**config.mk**
```make
export PLATFORM = sky130hd
export DESIGN_NAME = spiBlock
export DESIGN_NICKNAME = d
export VERILOG_FILES = /design/src/spiPkg.sv /design/src/spiBlock.sv /design/src/spiRxCapture.sv /design/src/spiShiftEngine.sv /design/src/spiCsr.sv
export VERILOG_INCLUDE_DIRS = /design/src
export SDC_FILE = /design/constraint.sdc
export NUM_CORES = 1
export LEC_CHECK = 0
export BUFFER_PORTS_ARGS = -buffer_cell sky130_fd_sc_hd__buf_2
export CORE_MARGIN = 1
export CORE_UTILIZATION = 45
export DETAILED_ROUTE_END_ITERATION = 10
export PLACE_DENSITY = 0.68
export SYNTH_ARGS = -nofsm -noshare
export SYNTH_HDL_FRONTEND = slang
export SYNTH_HIERARCHICAL = 1
export SYNTH_SLANG_ARGS = --single-unit
```
**constraint.sdc**
```tcl
create_clock -name sysClk -period 3.05 [get_ports sysClk]
set_input_delay 0.4575 -clock sysClk [delete_from_list [all_inputs] [get_ports sysClk]]
set_output_delay 0.4575 -clock sysClk [all_outputs]
set_load 0.005 [all_outputs]
```
**src/spiBlock_config.svh**
```systemverilog
/*
 * Configuration macros of the SPI master block
 * Bus address width, block address map, divider width, register offset field
 */
`ifndef SPIBLOCK_CONFIG_SVH
`define SPIBLOCK_CONFIG_SVH

//--------------------------------------------------
// Bus and address map
//--------------------------------------------------
`define SPI_BUS_ADRS_BIT	16		// Register bus address width
`define SPI_BLOCK_ADRS_MAP	8		// Upper address bits that pick the block
`define SPI_ADRS_MAP		8'h03	// Block select value

//--------------------------------------------------
// Block internals
//--------------------------------------------------
`define SPI_DIV_BIT		16		// SCK half-period divider width
`define SPI_REG_OFS_BIT	3		// Register offset field, low address bits

`endif
```
**src/spiPkg.sv**
```systemverilog
/*
 * Shared types of the SPI master block
 * Register offsets, FSM states, control word, bus and pin bundles
 */
`default_nettype none
`include "spiBlock_config.svh"

package spiPkg;

	typedef enum logic [`SPI_REG_OFS_BIT-1:0] {
		REG_CTRL   = 0,		// [0] enable [1] cs1Sel [2] cs2Sel [3] irqEn
		REG_DIV    = 1,		// Half SCK period minus one
		REG_TX     = 2,		// Write only, kicks a transfer
		REG_RX     = 3,		// Last received byte
		REG_STATUS = 4		// [0] busy [1] done
	} csrReg_e;

	// Shift engine FSM
	typedef enum logic [2:0] {IDLE, LEAD, SCK_LOW, SCK_HIGH, TRAIL} spiState_e;

	typedef struct packed {
		logic enable;
		logic cs1Sel;
		logic cs2Sel;
		logic irqEn;
		logic [`SPI_DIV_BIT-1:0] div;
	} spiCtrl_t;

	// Register bus, master to slave
	typedef struct packed {
		logic [`SPI_BUS_ADRS_BIT-1:0] adrs;
		logic [31:0] wd;
		logic wCke;
	} busWr_t;

	typedef struct packed {
		logic [31:0] rd;	// Zero when not addressed
		logic vd;
	} busRd_t;

	typedef struct packed {
		logic sck;
		logic mosi;
		logic cs1N;
		logic cs2N;
	} spiPins_t;

endpackage

`default_nettype wire

```
**src/spiBlock.sv**
```systemverilog
/*
 * SPI master block top level
 * Register file, shift engine and receive capture
 */
`timescale 1ns/10ps
`default_nettype none

module spiBlock
	import spiPkg::*;
(
	input  wire         sysClk,
	input  wire         rstN,
	input  wire busWr_t busWr,
	input  wire         rdCke,
	input  wire         miso,
	output busRd_t      busRd,
	output spiPins_t    pins,
	output logic        irq
);

	spiCtrl_t   ctrl;
	logic       start;
	logic [7:0] txByte;
	logic       busy;
	logic       done;
	logic [7:0] rxByte;		// Engine shift register
	logic [7:0] rxData;		// Held copy for reads
	logic       doneFlag;

	//--------------------------------------------------
	// Register file
	//--------------------------------------------------
	spiCsr csr_i (
		.sysClk(sysClk), .rstN(rstN), .busWr(busWr), .rdCke(rdCke), .busy(busy),
		.rxData(rxData), .doneFlag(doneFlag), .busRd(busRd), .ctrl(ctrl),
		.start(start), .txByte(txByte)
	);

	// Shift engine
	spiShiftEngine engine_i (
		.sysClk(sysClk), .rstN(rstN), .ctrl(ctrl), .start(start), .txByte(txByte),
		.miso(miso), .pins(pins), .busy(busy), .done(done), .rxByte(rxByte)
	);

	// Receive capture
	spiRxCapture rxCapture_i (
		.sysClk(sysClk), .rstN(rstN), .ctrl(ctrl), .start(start), .done(done),
		.rxByte(rxByte), .rxData(rxData), .doneFlag(doneFlag), .irq(irq)
	);

endmodule

`default_nettype wire

```
**src/spiRxCapture.sv**
```systemverilog
/*
 * Receive capture of the SPI master block
 * Received byte holding register, done flag, gated interrupt pulse
 */
`timescale 1ns/10ps
`default_nettype none

module spiRxCapture
	import spiPkg::*;
(
	input  wire           sysClk,
	input  wire           rstN,
	input  wire spiCtrl_t ctrl,
	input  wire           start,
	input  wire           done,
	input  wire [7:0]     rxByte,
	output logic [7:0]    rxData,
	output logic          doneFlag,
	output logic          irq		// One cycle per finished transfer
);

	//--------------------------------------------------
	// Capture on done
	//--------------------------------------------------
	always_ff @(posedge sysClk)
	begin
		if (!rstN)
		begin
			rxData   <= 8'd0;
			doneFlag <= 1'b0;
			irq      <= 1'b0;
		end
		else
		begin
			irq <= done & ctrl.irqEn;		// Masked when irqEn clear
			if (done)
			begin
				rxData   <= rxByte;
				doneFlag <= 1'b1;
			end
			else if (start)
				doneFlag <= 1'b0;		// New transfer under way
		end
	end

endmodule

`default_nettype wire

```
**src/spiShiftEngine.sv**
```systemverilog
/*
 * SPI shift engine, mode 0, MSB first, 8 bits per transfer
 * Half-period counter, transfer FSM, MOSI/MISO shift register, pin drive
 */
`timescale 1ns/10ps
`default_nettype none
`include "spiBlock_config.svh"

module spiShiftEngine
	import spiPkg::*;
(
	input  wire           sysClk,
	input  wire           rstN,
	input  wire spiCtrl_t ctrl,
	input  wire           start,
	input  wire [7:0]     txByte,
	input  wire           miso,
	output spiPins_t      pins,
	output logic          busy,
	output logic          done,		// One cycle, same edge busy falls
	output logic [7:0]    rxByte
);

	spiState_e               state;
	logic [`SPI_DIV_BIT-1:0] halfCnt;	// Clocks into the current half period
	logic                    halfEnd;
	logic [2:0]              bitCnt;
	logic [7:0]              shiftReg;	// TX out the top, RX in the bottom
	logic                    sckReg;
	logic                    mosiReg;

	assign halfEnd = (halfCnt == ctrl.div);	// div+1 clocks per half

	//--------------------------------------------------
	// Half-period counter
	//--------------------------------------------------
	always_ff @(posedge sysClk)
	begin
		if (!rstN)
			halfCnt <= '0;
		else if (state == IDLE || halfEnd)
			halfCnt <= '0;
		else
			halfCnt <= halfCnt + 1'b1;
	end

	//--------------------------------------------------
	// Transfer FSM
	//--------------------------------------------------
	always_ff @(posedge sysClk)
	begin
		if (!rstN)
		begin
			state    <= IDLE;
			bitCnt   <= 3'd0;
			busy     <= 1'b0;
			done     <= 1'b0;
			shiftReg <= 8'd0;
			sckReg   <= 1'b0;
			mosiReg  <= 1'b0;
		end
		else
		begin
			done <= 1'b0;
			case (state)
				IDLE:
				begin
					if (start)
					begin
						state    <= LEAD;
						bitCnt   <= 3'd0;
						busy     <= 1'b1;
						shiftReg <= txByte;
						mosiReg  <= txByte[7];		// Valid before the first rise
					end
				end
				LEAD:
				begin
					if (halfEnd)
						state <= SCK_LOW;
				end
				SCK_LOW:
				begin
					if (halfEnd)
					begin
						state    <= SCK_HIGH;
						sckReg   <= 1'b1;
						shiftReg <= {shiftReg[6:0], miso};	// Sample on the rise
					end
				end
				SCK_HIGH:
				begin
					if (halfEnd)
					begin
						sckReg <= 1'b0;
						bitCnt <= bitCnt + 1'b1;
						if (bitCnt == 3'd7)
							state <= TRAIL;		// Eighth bit in
						else
						begin
							state   <= SCK_LOW;
							mosiReg <= shiftReg[7];	// Next bit on the fall
						end
					end
				end
				TRAIL:
				begin
					if (halfEnd)
					begin
						state   <= IDLE;
						busy    <= 1'b0;
						done    <= 1'b1;
						mosiReg <= 1'b0;
					end
				end
				default: state <= IDLE;
			endcase
		end
	end

	assign rxByte = shiftReg;

	// Pins, chip selects follow busy
	always_comb
	begin
		pins.sck  = sckReg;
		pins.mosi = mosiReg;
		pins.cs1N = ~(busy & ctrl.cs1Sel);
		pins.cs2N = ~(busy & ctrl.cs2Sel);
	end

endmodule

`default_nettype wire

```
**src/spiCsr.sv**
```systemverilog
/*
 * Register file of the SPI master block, bus slave side
 * Block decode, CTRL and DIV registers, transfer start strobe, registered read mux
 */
`timescale 1ns/10ps
`default_nettype none
`include "spiBlock_config.svh"

module spiCsr
	import spiPkg::*;
(
	input  wire         sysClk,
	input  wire         rstN,
	input  wire busWr_t busWr,
	input  wire         rdCke,		// Read strobe, address on busWr.adrs
	input  wire         busy,
	input  wire [7:0]   rxData,
	input  wire         doneFlag,
	output busRd_t      busRd,
	output spiCtrl_t    ctrl,
	output logic        start,		// One cycle
	output logic [7:0]  txByte
);

	logic        blkHit;
	logic        wrHit;
	logic        rdHit;
	logic        txWr;
	csrReg_e     regOfs;
	logic [31:0] rdMux;

	//--------------------------------------------------
	// Address decode
	//--------------------------------------------------
	assign blkHit = (busWr.adrs[`SPI_BUS_ADRS_BIT-1 -: `SPI_BLOCK_ADRS_MAP] == `SPI_ADRS_MAP);
	assign wrHit  = busWr.wCke & blkHit;
	assign rdHit  = rdCke & blkHit;
	assign regOfs = csrReg_e'(busWr.adrs[`SPI_REG_OFS_BIT-1:0]);
	assign txWr   = wrHit && (regOfs == REG_TX);

	// CTRL and DIV
	always_ff @(posedge sysClk)
	begin
		if (!rstN)
			ctrl <= '0;
		else if (wrHit)
		begin
			case (regOfs)
				REG_CTRL:
				begin
					ctrl.enable <= busWr.wd[0];
					ctrl.cs1Sel <= busWr.wd[1];
					ctrl.cs2Sel <= busWr.wd[2];
					ctrl.irqEn  <= busWr.wd[3];
				end
				REG_DIV: ctrl.div <= busWr.wd[`SPI_DIV_BIT-1:0];
				default: ctrl <= ctrl;		// TX, RX, STATUS hold nothing here
			endcase
		end
	end

	// TX write becomes start, dropped when disabled or busy
	always_ff @(posedge sysClk)
	begin
		if (!rstN)
		begin
			start  <= 1'b0;
			txByte <= 8'd0;
		end
		else
		begin
			start <= txWr && ctrl.enable && !busy;
			if (txWr)
				txByte <= busWr.wd[7:0];
		end
	end

	//--------------------------------------------------
	// Read path
	//--------------------------------------------------
	always_comb
	begin
		case (regOfs)
			REG_CTRL:   rdMux = {28'd0, ctrl.irqEn, ctrl.cs2Sel, ctrl.cs1Sel, ctrl.enable};
			REG_DIV:    rdMux = {{(32-`SPI_DIV_BIT){1'b0}}, ctrl.div};
			REG_RX:     rdMux = {24'd0, rxData};
			REG_STATUS: rdMux = {30'd0, doneFlag, busy};
			default:    rdMux = 32'd0;		// TX reads as zero
		endcase
	end

	// vd one cycle after the strobe
	always_ff @(posedge sysClk)
	begin
		if (!rstN)
			busRd <= '0;
		else
		begin
			busRd.vd <= rdHit;
			busRd.rd <= rdHit ? rdMux : 32'd0;
		end
	end

endmodule

`default_nettype wire

```
==> run_results.csv, run 1 <==
group,metric,value,unit
outcome,status,"complete, no violations",
logic_synthesis,yosys-top-cells-count,"dfxtp_1, nand2_1, mux2i_1",
sta,finalHoldViolations,0,
sta,worst_slack,977,ps
sta,fin_skew,8.67,ps
floorplan,io_pins,91,
place,pre_cts_ws,879,ps
setup_path,path_max_fanout,20,
place,dpl_cell_area,0.00432,mm2
floorplan,die_height,97.3,um
floorplan,rows,34,
global_routing,grt_pass1_wl,14.1,mm
cells_and_area,diodes,0,
pwr,ir_worst_vdd,219,uV
logic_synthesis,yosysTopAreaCell,"dfxtp_1",
detailed_routing,vias_per_cell,5.25,
sta,grt_setup_unrepaired,"false",
global_routing,antenna_found_initial,0,
place,dpl.hpwl,6.20,mm
setup_path,worstSetupEndpoint,"engine_i/rxByte[1]",
floorplan,die_width,97.3,um
sta,finalCritPeriodShare,68.0,%
global_routing,use_met1,24.6,%
cells_and_area,stdcell_count,588,
logic_synthesis,synthArstFlopShare,0,%
sta,slew_headroom,47.1,%
setup_path,cp_cell_sequence,"xnor2_1, nand4_1, nor4_2, buf_4, and2_1, a221o_1",
global_routing,grt_util_all_layers,18.7,%
detailed_routing,drtAntennaViolNets,0,
sta,max_freq,0.482,GHz
run,cap_violations,0,
cells_and_area,nets,531,
floorplan,core,0.00876,mm2
place,placed_cells_incl_taps,572,
logic_synthesis,syn_inst,429,
detailed_routing,via_count,3089,
setup_path,r2r-end,"engine_i/rxByte[1]",
cts,cts_tree,"built",
logic_synthesis,synthTopCellsByArea,"dfxtp_1, mux2i_1, nand2_1",
global_routing,top_usage_layer,"met2",
setup_path,reg2reg_setup_slack,980,ps
pwr,leakagePower,1.83,nW
cts,cts_setup_buffers,0,
logic_synthesis,synth_seq_cells,90,
global_routing,gr-usage-met2,30.0,%
detailed_routing,dr.pass1.iters,4,
cells_and_area,drive_above_1_share,18.1,%
setup_path,reg2reg_depth,6,
sta,worstMarginPinSlew,787,ps
global_routing,grt_overflow_total,0,
logic_synthesis,ys_warn_count,6,
sta,drv_slew,0,
logic_synthesis,ys_types,50,
pwr,power_density,460,mW/mm2
worst_hold_path,hp-class,"primary input to flip-flop",
cts,h-tree-depth,3,
logic_synthesis,synth_top_area_share,44.1,%
setup_path,reg2reg_from,"engine_i/halfCnt[10]",
sta,fin_crit,2070,ps
setup_path,critPathMaxStageDelay,440,ps
logic_synthesis,synth_top_flop_cell,"dfxtp_1",
detailed_routing,avgRoutedWirePerCell,14.5,um
setup_path,worst-endpoint-arrival,2370,ps
logic_synthesis,syn_avg_cell_area,9.53,um2
detailed_routing,drt_iter0_markers,199,
cts,clk_latency,350,ps
cells_and_area,final_area,0.00453,mm2
logic_synthesis,syn-cell-area,0.00409,mm2
sta,fin_tns_setup,0,ps
detailed_routing,wl,8.51,mm
cts,hold_buffers,0,
global_routing,met3_usage,4.32,%
cts,clock_path_buffers,2,
cts,cts_resized,0,
cts,clkTransAtPathRegs,90,ps
cells_and_area,area_growth,10.6,%
cells_and_area,fillCellCount,833,
setup_path,cp-start-kind,"flip-flop",
setup_path,cp_slowest_cell,"dfxtp_1",
cts,cts_sinks,90,
setup_path,endpoint_kind,"flip-flop",
sta,setup_viol,0,
logic_synthesis,yosysMostFrequentCell,"dfxtp_1",
floorplan,die-area,0.00947,mm2
setup_path,startpoint,"engine_i/halfCnt[10]",
setup_path,cp.required,3350,ps
logic_synthesis,synth-edff-count,0,
detailed_routing,drcViolationCount,0,
cts,cts_buffers,9,
place,port_buffers,53,
setup_path,path_class,"flip-flop to flip-flop",
global_routing,grt_pass1_vias,2885,
place,gp_congestion,0.856,
global_routing,grt_max_degree,52,
cts,cts-root-buf,"clkbuf_8",
logic_synthesis,yosysSeqAreaShare,44.1,%
floorplan,initial_core_util,46.7,%
==> cells in the final DEF, fill, tap and decap left out, types with 3 or more instances in the layout <==
master,n
a21oi_1,7
mux2_2,4
inv_1,7
nor4_1,4
a21o_1,3
mux2i_1,41
ha_1,3
nor2_1,30
o21ai_0,4
buf_4,3
xor2_1,6
dfxtp_1,90
nor2b_1,12
a221o_1,8
and3_1,4
nand3_1,12
xnor2_1,24
nand4_1,7
conb_1,16
nor3_1,5
clkbuf_8,10
nand2_1,61
buf_2,53
a22oi_1,3
nand3b_1,6
and2_1,21
==> area by class of cell <==
class                      count  area, um2  share of cell area, %
sequential                    90       1800                   39.8
timing repair buffer          56        288                   6.36
multi-input combinational    311       2070                   45.8
tap                          108        135                   2.99
inverter                       7       26.3                  0.581
clock buffer                  10        138                   3.04
clock inverter                 6       65.1                   1.44
==> per-stage QoR <==
step / utilization [%] / hold WS [ps] / total power (W)
after floorplan: - / 430 / 0.00126
after global placement: 49.3 / 438 / 0.00128
after detailed placement: 49.3 / 443 / 0.00128
after CTS: 51.6 / 329 / 0.00210
after global routing: 51.6 / 326 / 0.00216
final: 51.6 / 336 / 0.00208
==> worst max-delay path: cells and delay by family (launching register included) <==
family,cells,cell delay [ps]
AO/OA/AOI/OAI,1,210
XOR/XNOR,1,160
flip-flops,1,440
AND/OR/NAND/NOR,3,910
buffers and inverters,1,290
==> state kept, by name, summed over array words and instances, names as in the netlist <==
register and flops:
engine_i/busy 1, engine_i/bitCnt 3, engine_i/sckReg 1, csr_i/start 1
rxCapture_i/rxData 8, engine_i/halfCnt 16, rxCapture_i/irq 1, engine_i/state 3
csr_i/ctrl 20, engine_i/rxByte 8, csr_i/txByte 8, csr_i/busRd 17
engine_i/mosiReg 1, rxCapture_i/doneFlag 1, engine_i/done 1
==> cells by family (layout without fill, tap and decap cells) <==
| kind of cell | Yosys count | count (layout) | synth area share (%) |
|---|---|---|---|
| buf+inv | 43 | 79 | 6.67 |
| other cells | 1 | 16 | 0.0917 |
| compound gates | 38 | 38 | 7.28 |
| flops | 90 | 90 | 44.1 |
| mux | 45 | 45 | 11.1 |
| xor+xnor | 30 | 30 | 6.42 |
| fa+ha+maj | 3 | 3 | 0.918 |
| simple gates | 179 | 179 | 23.4 |
==> routing by layer <==
layer | routed length (um) | part of all wire (%) | vias up
met1 | 4060 | 48 | 1471
met3 | 343 | 4.0 | 16
li1 | - | - | 1532
met5 | 0 | 0 | -
met4 | 159 | 1.9 | 0
met2 | 3950 | 46 | 70
==> how the worst min path moves through the flow <==
stage / cells past startpoint / end / start / slack (ps)
4_1_cts: 3 / csr_i/ctrl[10] / busWr[11] / 330
3_3_place_gp: 2 / csr_i/txByte[3] / csr_i/txByte[3] / 440
2_1_floorplan: 2 / csr_i/txByte[0] / csr_i/txByte[0] / 430
3_5_place_dp: 2 / csr_i/txByte[3] / csr_i/txByte[3] / 440
6_report: 2 / engine_i/rxByte[0] / miso / 340
5_1_grt: 3 / csr_i/ctrl[9] / busWr[10] / 330
==> power breakdown <==
group          switching (W)  internal (W)
clock               0.000421      0.000403
combinational      0.0000525     0.0000293
sequential      0.0000000612       0.00117
Note: power is estimated with default switching activity, not from simulation.
==> run 2, diff against run 1 <==
==> constraint.sdc (replaced) <==
create_clock -name sysClk -period 1.95 [get_ports sysClk]
set_input_delay 0.2925 -clock sysClk [delete_from_list [all_inputs] [get_ports sysClk]]
set_output_delay 0.2925 -clock sysClk [all_outputs]
set_load 0.005 [all_outputs]
==> run 2 against run 1 <==
Net effect:
- die area is the same
- non-clock buffer count up 10
- register-to-register slack worse by 780 ps
- cell area up 1.8%
- critical path type unchanged
==> run_results.csv, run 2 (same netlist as run 1, synthesis figures left out) <==
group,metric,value,unit
outcome,status,"complete, no violations",
sta,fin_crit,1750,ps
cts,clkTransAtPathRegs,90,ps
setup_path,reg2reg_setup_slack,200,ps
global_routing,grt_overflow_total,0,
cells_and_area,final_area,0.00461,mm2
floorplan,rows,34,
pwr,power_density,700,mW/mm2
detailed_routing,vias_per_cell,5.13,
cts,clock_path_buffers,2,
sta,fin_tns_setup,0,ps
cts,cts_tree,"built",
cells_and_area,fillCellCount,820,
floorplan,initial_core_util,46.7,%
sta,finalHoldViolations,0,
place,dpl_cell_area,0.00441,mm2
cells_and_area,multi_input_area,0.00207,mm2
cts,cts-root-buf,"clkbuf_8",
setup_path,path_class,"flip-flop to flip-flop",
setup_path,cp.buffers_inverters,1,
worst_hold_path,hp-class,"primary input to flip-flop",
pwr,power,0.00323,W
global_routing,antenna_found_initial,0,
floorplan,die_height,97.3,um
detailed_routing,avgRoutedWirePerCell,14.3,um
global_routing,grt_pass1_vias,2923,
place,port_buffers,53,
cts,hold_buffers,0,
cells_and_area,reg.largest.list,"csr_i/ctrl: 20 flops, csr_i/busRd: 17 flops, engine_i/halfCnt: 16 flops",
detailed_routing,drcViolationCount,0,
sta,finalCritPeriodShare,90.0,%
setup_path,path_max_fanout,8,
cells_and_area,diodes,0,
sta,worstMarginPinSlew,549,ps
sta,drv_slew,0,
cts,cts_sinks,90,
place,gp_congestion,0.822,
place,pre_cts_ws,181,ps
global_routing,grt_max_degree,29,
floorplan,io_pins,91,
sta,fin_skew,11.2,ps
place,dpl.hpwl,6.30,mm
sta,grt_setup_unrepaired,"false",
cells_and_area,nets,541,
cts,cts_buffers,9,
setup_path,cp_slowest_cell,"dfxtp_1",
setup_path,cp.required,2190,ps
floorplan,core,0.00876,mm2
sta,max_freq,0.570,GHz
sta,worst_slack,195,ps
cells_and_area,final_common_cell,"dfxtp_1",
cts,h-tree-depth,3,
cells_and_area,largest_reg_flops,20,
setup_path,cp-start-kind,"flip-flop",
detailed_routing,drt_iter0_markers,169,
cells_and_area,final_cell_mix,"dfxtp_1, nand2_1, buf_2, mux2i_1, nor2_1",
cts,cts_resized,0,
global_routing,grt_util_all_layers,19.1,%
setup_path,critPathTopFamily,"compound AO/OA/AOI/OAI gates",
floorplan,die-area,0.00947,mm2
detailed_routing,via_count,3065,
setup_path,worst-endpoint-arrival,1990,ps
cts,cts_setup_buffers,0,
cells_and_area,finish.utilization,52.6,%
setup_path,cp_cell_sequence,"xnor2_1, nand4_1, nor4_2, buf_4, o22ai_4, a221o_1",
detailed_routing,wl,8.55,mm
setup_path,endpoint_kind,"flip-flop",
cells_and_area,area_growth,12.6,%
detailed_routing,drtAntennaViolNets,0,
detailed_routing,dr.pass1.iters,4,
cts,clk_latency,350,ps
floorplan,die_width,97.3,um
setup_path,critPathMaxStageDelay,420,ps
pwr,leakagePower,1.88,nW
cells_and_area,top_register,"csr_i/ctrl",
cells_and_area,regArea,0.00180,mm2
sta,setup_viol,0,
pwr,ir_worst_vdd,340,uV
sta,slew_headroom,63.3,%
cells_and_area,drive_above_1_share,19.4,%
run,cap_violations,0,
global_routing,grt_pass1_wl,14.4,mm
run 2: cell count changes in the layout (fill, tap and decap cells not counted), sizes merged:
| cell | previous run | this run |
|---|---|---|
| buf | 56 | 66 |
| clkbuf | 10 | 11 |
| clkinv | 3 | 2 |
run 2: worst register-to-register path, cell delays in order (launching register included):
cell and delay (ps):
dfxtp_1 420, xnor2_1 140, nand4_1 140, nor4_2 270, buf_4 200, o22ai_4 110
a221o_1 370
run 2: path summary, 6_finish.rpt:
kind	depth (start not counted)	start	end
worst min-delay path	3	busWr[12]	csr_i/ctrl[11]
worst max register to register	6	engine_i/halfCnt[2]	engine_i/rxByte[1]
worst min register to register	2	csr_i/txByte[3]	csr_i/txByte[3]
worst max-delay path	6	engine_i/halfCnt[2]	engine_i/rxByte[1]
run 2: layout make-up:
cell class	instances	area share (%)
timing repair buffer	66	8.15
clock buffer	11	2.85
multi-input combinational	311	45.0
clock inverter	5	1.39
tap	108	2.93
inverter	7	0.570
sequential	90	39.1
run 2: power by group:
group          leakage [nW]  total (W)  internal (W)  switching (W)
Combinational          1.06   0.000129     0.0000472      0.0000818
Clock                0.0941    0.00126      0.000603       0.000658
Sequential            0.724    0.00184       0.00184   0.0000000979
run 2: stage by stage:
| step | cells | hold slack [ps] |
|---|---|---|
| floorplan | 444 | 410 |
| global placement | 582 | 440 |
| detailed placement | 582 | 444 |
| CTS | 598 | 154 |
| global route | 598 | 161 |
| finish | 598 | 172 |
run 2: routing by layer:
layer  GRT usage, %  vias to the layer above  wire, um
li1               -                     1551         -
met1           25.3                     1446      3980
met2           30.7                       55      4080
met3           3.81                       13       324
met4           7.69                        0       170
met5              0                        -         0
